`config.mk`:
```
export PLATFORM = sky130hd
export DESIGN_NAME = resp_path_top
export DESIGN_NICKNAME = d
export VERILOG_FILES = /design/src/verilog/resp_pkg.sv /design/src/verilog/packet_disassembler.sv /design/src/verilog/resp_arbiter.sv /design/src/verilog/resp_path_top.sv
export VERILOG_INCLUDE_DIRS = /design/src /design/src/verilog
export SDC_FILE = /design/constraint.sdc
export NUM_CORES = 1
export LEC_CHECK = 0
export BUFFER_PORTS_ARGS = -buffer_cell sky130_fd_sc_hd__buf_2
export CORE_MARGIN = 2
export CORE_UTILIZATION = 37
export DETAILED_ROUTE_END_ITERATION = 10
export PLACE_DENSITY_LB_ADDON = 0.25
export RECOVER_POWER = 25
export SLEW_MARGIN = 0
export SYNTH_ARGS = -nofsm -noshare
export SYNTH_HDL_FRONTEND = slang
export SYNTH_SLANG_ARGS = --single-unit
export TNS_END_PERCENT = 20
```
`constraint.sdc`:
```
create_clock -name clk -period 2.03 [get_ports clk]
set_input_delay 0.406 -clock clk [delete_from_list [all_inputs] [get_ports clk]]
set_output_delay 0.406 -clock clk [all_outputs]
set_load 0.005 [all_outputs]
```
`src/verilog/resp_defs.svh`:
```
`ifndef RESP_DEFS_SVH
`define RESP_DEFS_SVH

// widths and counts shared by the response return path

// one full response from an accelerator unit
`define RESP_NBITS 32

// one SPI transfer, the width the wrapper moves per packet
`define CHUNK_NBITS 8

// number of chunks a response is split into
`define CHUNKS_PER_RESP 4

// number of response sources feeding the arbiter
`define NUM_SOURCES 3

// width of the source address put in front of every chunk
`define SRC_ADDR_NBITS 2

`endif

```
`src/verilog/resp_pkg.sv`:
```
`include "resp_defs.svh"

package resp_pkg;

  // a full response as handed over by a source
  typedef logic [`RESP_NBITS-1:0] resp_t;

  // the data part of one SPI transfer
  typedef logic [`CHUNK_NBITS-1:0] chunk_t;

  // the source address that prefixes each chunk on the output
  typedef logic [`SRC_ADDR_NBITS-1:0] src_addr_t;

  // counts the chunks already sent within one packet
  typedef logic [1:0] chunk_idx_t;

  // what the wrapper receives, address in the top bits and chunk below
  typedef logic [`SRC_ADDR_NBITS+`CHUNK_NBITS-1:0] packet_t;

  // idle waits for a response, sending streams its chunks out
  typedef enum logic {
    DISASM_IDLE    = 1'b0,
    DISASM_SENDING = 1'b1
  } disasm_state_e;

endpackage
```
`src/verilog/packet_disassembler.sv`:
```
`include "resp_defs.svh"

module packet_disassembler (
  input  logic             clk,
  input  logic             reset,

  // response stream from one source
  input  logic             resp_val,
  output logic             resp_rdy,
  input  resp_pkg::resp_t  resp_msg,

  // chunk stream toward the arbiter
  output logic             chunk_val,
  input  logic             chunk_rdy,
  output resp_pkg::chunk_t chunk_msg
);

  resp_pkg::disasm_state_e state;

  // holds the response, the chunk on its way out always sits at the top
  resp_pkg::resp_t         shift_reg;

  // number of chunks of the current packet that have already transferred
  resp_pkg::chunk_idx_t    chunk_cnt;

  logic                    resp_xfer;
  logic                    chunk_xfer;
  logic                    last_chunk;

  // a new response is only taken while nothing is being sent
  assign resp_rdy = (state == resp_pkg::DISASM_IDLE);

  // valid stays up for the whole packet, whatever the back-pressure does
  assign chunk_val = (state == resp_pkg::DISASM_SENDING);

  // most significant chunk goes first, so the top slice is presented
  assign chunk_msg = shift_reg[`RESP_NBITS-1 -: `CHUNK_NBITS];

  assign resp_xfer  = resp_val & resp_rdy;
  assign chunk_xfer = chunk_val & chunk_rdy;

  // the counter reaching the final index means this transfer ends the packet
  assign last_chunk = (chunk_cnt == resp_pkg::chunk_idx_t'(`CHUNKS_PER_RESP - 1));

  // state and chunk counter
  always_ff @(posedge clk) begin
    if (reset) begin
      state     <= resp_pkg::DISASM_IDLE;
      chunk_cnt <= '0;
    end else begin
      case (state)
        resp_pkg::DISASM_IDLE: begin
          // the first chunk becomes valid on the cycle after the accept
          if (resp_xfer) begin
            state     <= resp_pkg::DISASM_SENDING;
            chunk_cnt <= '0;
          end
        end
        resp_pkg::DISASM_SENDING: begin
          if (chunk_xfer) begin
            chunk_cnt <= chunk_cnt + resp_pkg::chunk_idx_t'(1);
            // going back to idle drops valid for at least one cycle,
            // which is the gap the arbiter relies on to move its grant
            if (last_chunk) begin
              state <= resp_pkg::DISASM_IDLE;
            end
          end
        end
        default: begin
          state <= resp_pkg::DISASM_IDLE;
        end
      endcase
    end
  end

  // response shift register
  always_ff @(posedge clk) begin
    if (resp_xfer) begin
      shift_reg <= resp_msg;
    end else if (chunk_xfer) begin
      // the next chunk moves into the top slice right after a transfer,
      // so consecutive chunks go out with no idle cycle in between
      shift_reg <= shift_reg << `CHUNK_NBITS;
    end
  end

endmodule

```
`src/verilog/resp_arbiter.sv`:
```
`include "resp_defs.svh"

module resp_arbiter #(
  parameter int ninputs = 2
) (
  input  logic               clk,
  input  logic               reset,

  // chunk streams from the disassemblers, one bit or entry per input
  input  logic [ninputs-1:0] istream_val,
  output logic [ninputs-1:0] istream_rdy,
  input  resp_pkg::chunk_t   istream_msg [ninputs],

  // prefixed chunk stream toward the SPI wrapper
  output logic               ostream_val,
  input  logic               ostream_rdy,
  output resp_pkg::packet_t  ostream_msg
);

  // input that owns the output in this cycle
  resp_pkg::src_addr_t grant;

  // grant of the previous cycle, used to keep a packet together
  resp_pkg::src_addr_t last_grant;

  // lowest-index valid input, or 0 when no input is valid
  resp_pkg::src_addr_t prio_grant;

  // each link of the chain passes on its own index when valid,
  // otherwise whatever the higher indices decided
  resp_pkg::src_addr_t prio_chain [ninputs+1];

  assign prio_chain[ninputs] = '0;

  for (genvar i = 0; i < ninputs; i++) begin : g_prio
    assign prio_chain[i] = istream_val[i] ? resp_pkg::src_addr_t'(i) : prio_chain[i+1];
  end

  // index 0 sits at the head of the chain and so has the highest priority
  assign prio_grant = prio_chain[0];

  // a disassembler keeps valid high across its whole packet, so the
  // grant only moves once the previous owner has dropped valid
  always_comb begin
    if (istream_val[last_grant]) begin
      grant = last_grant;
    end else begin
      grant = prio_grant;
    end
  end

  // only the granted input sees ready, and only while the wrapper is ready
  for (genvar i = 0; i < ninputs; i++) begin : g_rdy
    assign istream_rdy[i] = (grant == resp_pkg::src_addr_t'(i)) & ostream_rdy;
  end

  // valid goes out together with ready, so it stays low under back-pressure
  assign ostream_val = istream_val[grant] & istream_rdy[grant];

  // the address of the granted input is put in front of its chunk
  assign ostream_msg = {grant, istream_msg[grant]};

  // grant history, updated every cycle
  always_ff @(posedge clk) begin
    if (reset) begin
      last_grant <= '0;
    end else begin
      last_grant <= grant;
    end
  end

endmodule

```
`src/verilog/resp_path_top.sv`:
```
`include "resp_defs.svh"

module resp_path_top (
  input  logic                    clk,
  input  logic                    reset,

  // response streams from the three sources
  input  logic [`NUM_SOURCES-1:0] in_val,
  output logic [`NUM_SOURCES-1:0] in_rdy,
  input  resp_pkg::resp_t         in_msg_0,
  input  resp_pkg::resp_t         in_msg_1,
  input  resp_pkg::resp_t         in_msg_2,

  // prefixed chunk stream toward the SPI wrapper
  output logic                    out_val,
  input  logic                    out_rdy,
  output resp_pkg::packet_t       out_msg
);

  // per-source response messages gathered into one array for the generate
  resp_pkg::resp_t         in_msg [`NUM_SOURCES];

  // chunk streams between the disassemblers and the arbiter
  logic [`NUM_SOURCES-1:0] chunk_val;
  logic [`NUM_SOURCES-1:0] chunk_rdy;
  resp_pkg::chunk_t        chunk_msg [`NUM_SOURCES];

  assign in_msg[0] = in_msg_0;
  assign in_msg[1] = in_msg_1;
  assign in_msg[2] = in_msg_2;

  // one disassembler per source, each turns a response into four chunks
  for (genvar k = 0; k < `NUM_SOURCES; k++) begin : g_disasm
    packet_disassembler i_packet_disassembler (
      .clk       (clk),
      .reset     (reset),
      .resp_val  (in_val[k]),
      .resp_rdy  (in_rdy[k]),
      .resp_msg  (in_msg[k]),
      .chunk_val (chunk_val[k]),
      .chunk_rdy (chunk_rdy[k]),
      .chunk_msg (chunk_msg[k])
    );
  end

  // the arbiter adds no latency, the disassembler index becomes the
  // address prefix on the output
  resp_arbiter #(
    .ninputs (`NUM_SOURCES)
  ) i_resp_arbiter (
    .clk         (clk),
    .reset       (reset),
    .istream_val (chunk_val),
    .istream_rdy (chunk_rdy),
    .istream_msg (chunk_msg),
    .ostream_val (out_val),
    .ostream_rdy (out_rdy),
    .ostream_msg (out_msg)
  );

endmodule

```
==> impl_metrics.json <==
{
  "arrival_ns": 1.62,
  "hp-class": "in -> reg",
  "worstPathCellList": "a21oi_2 -> o211ai_1 -> buf_4 -> nand2_2 -> a31oi_1 -> buf_2",
  "clock_path_buffers": 2,
  "syn2layout_area_growth_pct": 25.1,
  "maxSlewHeadroom": 0.254,
  "post-route-cell-area_mm2": 0.00582,
  "wirelength_um": 9360,
  "drv_slew": 0,
  "cp.required_ns": 1.62,
  "finalSetupViolCount": 0,
  "hpwlAfterDp_um": 6560,
  "nFillCells": 1097,
  "dieArea_mm2": 0.0135,
  "core_mm2": 0.0122,
  "routedWlPerCell_um": 13.3,
  "max_clock_freq_ghz": 0.494,
  "pre_cts_slack_ns": 0.209,
  "critPathCaptureType": "output port",
  "grtUsageMet3": 0.0368,
  "synth_cell_types": 31,
  "avgSynthCellArea_um2": 11.3,
  "synth-seq-cells": 107,
  "clock_tree.root_cell": "clkbuf_16",
  "fp.dieH_um": 116,
  "timing.final.ws_setup_ns": 0.00680,
  "status": "finished clean",
  "rsz0062_at_grt": "yes",
  "grt_pass1_wl_um": 14500,
  "busiest_layer": "met2",
  "clock_sinks": 107,
  "power_density_mw_per_mm2": 852,
  "htree_levels": 3,
  "layout_commonest_cell": "nand2_1",
  "path_buf_inv": 2,
  "cts_hold_buffers": 0,
  "synth_nets": 516,
  "vdd_drop_max_mv": 0.605,
  "cts_tree": "built",
  "io_pins": 116,
  "cp_slowest_cell": "dfxtp_4",
  "clock_latency_ns": 0.34,
  "antenna_found_initial": 0,
  "leakage_nw": 2.52,
  "grtUsageMet1": 0.193,
  "dr.pass1.iters": 6,
  "drc": 0,
  "largest_reg_flops": 96,
  "grt_util_all_layers": 0.141,
  "row_count": 40,
  "met2_usage": 0.223,
  "ant_nets": 0,
  "place_congestion": 0.809,
  "yosysSeqAreaShare": 0.667,
  "cp_max_fo": 6,
  "worst_slew_pin_slew_ns": 1.11,
  "fin_skew_ns": 0.0128,
  "start_util": 0.383,
  "avgViaCountPerCell": 4.50,
  "final_cell_mix": "nand2_1, buf_2, edfxtp_1",
  "clk_pin_slew_worst_paths_ns": 0.08,
  "min_period_ns": 2.02,
  "cap_violations": 0,
  "cts_buffers": 9,
  "placed_area_mm2": 0.00546,
  "n_antenna_cell": 0,
  "finalCritPeriodShare": 0.997,
  "portBuffers": 115,
  "nets": 634,
  "grt_max_degree": 36,
  "cp_top_family": "compound AO/OA/AOI/OAI gates",
  "hold_violations": 0,
  "grt-ovfl-total": 0,
  "critical_path_class": "reg -> out",
  "vias": 3159,
  "ys_warn_count": 0,
  "mappedNetlistArea_mm2": 0.00465,
  "grt_pass1_vias": 3033,
  "slowest_delay_ns": 0.38,
  "drive_above_1_share": 0.356,
  "drt_iter0_drc": 205,
  "die_w_um": 116,
  "netlist_instances": 411,
  "critical_path.startpoint_type": "flop"
}
[metal layers]
metal	up-vias	share of wire
met5	-	0
met4	0	0.013
met3	9	0.052
met2	81	0.47
met1	1445	0.47
li1	1624	-
[worst paths after layout]
path	startpoint	endpoint	slack (ns)	cells after the start
worst max-delay path	g_disasm[0].i_packet_disassembler.chunk_val$_SDFF_PP0_	out_msg[5]	0.007	6
worst max register to register	g_disasm[2].i_packet_disassembler.chunk_val$_SDFF_PP0_	g_disasm[2].i_packet_disassembler.shift_reg[6]$_SDFFCE_PN0P_	0.30	3
worst min-delay path	in_msg_2[9]	g_disasm[2].i_packet_disassembler.shift_reg[9]$_DFFE_PP_	0.32	3
worst min register to register	g_disasm[0].i_packet_disassembler.chunk_cnt[1]$_SDFFE_PP0P_	g_disasm[0].i_packet_disassembler.chunk_cnt[1]$_SDFFE_PP0P_	0.48	2
[logic make-up (layout without fill, tap and decap cells)]
family,count (synthesis),in the layout,share of synthesized area
AOI/OAI and AO/OA,24,24,0.0350
adders and majority gates,3,3,0.00807
buffers and inverters,32,155,0.0307
and+or+nand+nor,220,220,0.199
DFF,107,107,0.667
muxes,25,25,0.0602
[area by class of cell]
| class | instances | area [um2] | share of cell area |
|---|---|---|---|
| Sequential cell | 107 | 3110 | 0.534 |
| Multi-Input combinational cell | 272 | 1440 | 0.248 |
| Timing Repair Buffer | 130 | 738 | 0.127 |
| Clock buffer | 9 | 225 | 0.0387 |
| Tap cell | 168 | 210 | 0.0361 |
| Clock inverter | 7 | 52.6 | 0.00903 |
| Inverter | 9 | 41.3 | 0.00709 |
[worst register-to-register path, delay by kind of cell, from the launching register on]
kind | cells | cell delay, ns
buffers and inverters | 1 | 0.15
DFF | 1 | 0.33
and+or+nand+nor | 2 | 1.11
[timing repair]
item,4_1_cts,5_1_grt
hold endpoints to repair,0,0
setup buffers,3,1
setup endpoints to repair,8,8
pin swaps,2,10
gates cloned,1,0
resized for setup,6,14
[power breakdown]
| part | total [W] | internal (W) | leakage [nW] | switching, W |
|---|---|---|---|---|
| logic | 0.000609 | 0.000283 | 1.35 | 0.000326 |
| clock network | 0.00163 | 0.000842 | 0.136 | 0.000792 |
| registers | 0.00272 | 0.00265 | 1.04 | 0.0000649 |
| total | 0.00496 | 0.00378 | 2.52 | 0.00118 |
[synthesized netlist by cell type]
cell / instances / share of area
o211ai_1: 2 / 0.0032
nor2b_1: 4 / 0.0054
mux2i_1: 1 / 0.0022
nor2_1: 15 / 0.012
o22ai_1: 1 / 0.0013
buf_4: 3 / 0.0048
nor3b_1: 2 / 0.0032
buf_2: 9 / 0.0097
o31ai_1: 2 / 0.0032
a311oi_1: 2 / 0.0038
or2_0: 1 / 0.0013
clkbuf_1: 11 / 0.0089
o21ai_0: 3 / 0.0032
edfxtp_1: 96 / 0.62
ha_1: 3 / 0.0081
a31oi_1: 8 / 0.011
a21oi_1: 3 / 0.0032
a21oi_2: 1 / 0.0019
and3b_1: 1 / 0.0019
or2_1: 1 / 0.0013
mux2_2: 24 / 0.058
a2111o_1: 1 / 0.0024
o21ai_2: 1 / 0.0019
nand2b_1: 2 / 0.0027
dfxtp_1: 11 / 0.047
and2_0: 1 / 0.0013
nand4_1: 1 / 0.0013
and2_1: 24 / 0.032
nand3_1: 2 / 0.0022
inv_1: 9 / 0.0073
nand2_1: 166 / 0.13
[stage by stage]
step	utilization	hold WS (ns)	setup TNS (ns)	power, W	std cells
finish	0.479	0.322	0	0.00496	702
global route	0.479	0.318	-0.425	0.00520	702
CTS	0.475	0.318	0	0.00499	701
detailed placement	0.449	0.473	0	0.00336	681
global placement	0.449	0.458	0	0.00334	681
floorplan	-	0.440	-0.668	0.00309	411
Note: power is estimated with default switching activity, not from simulation.
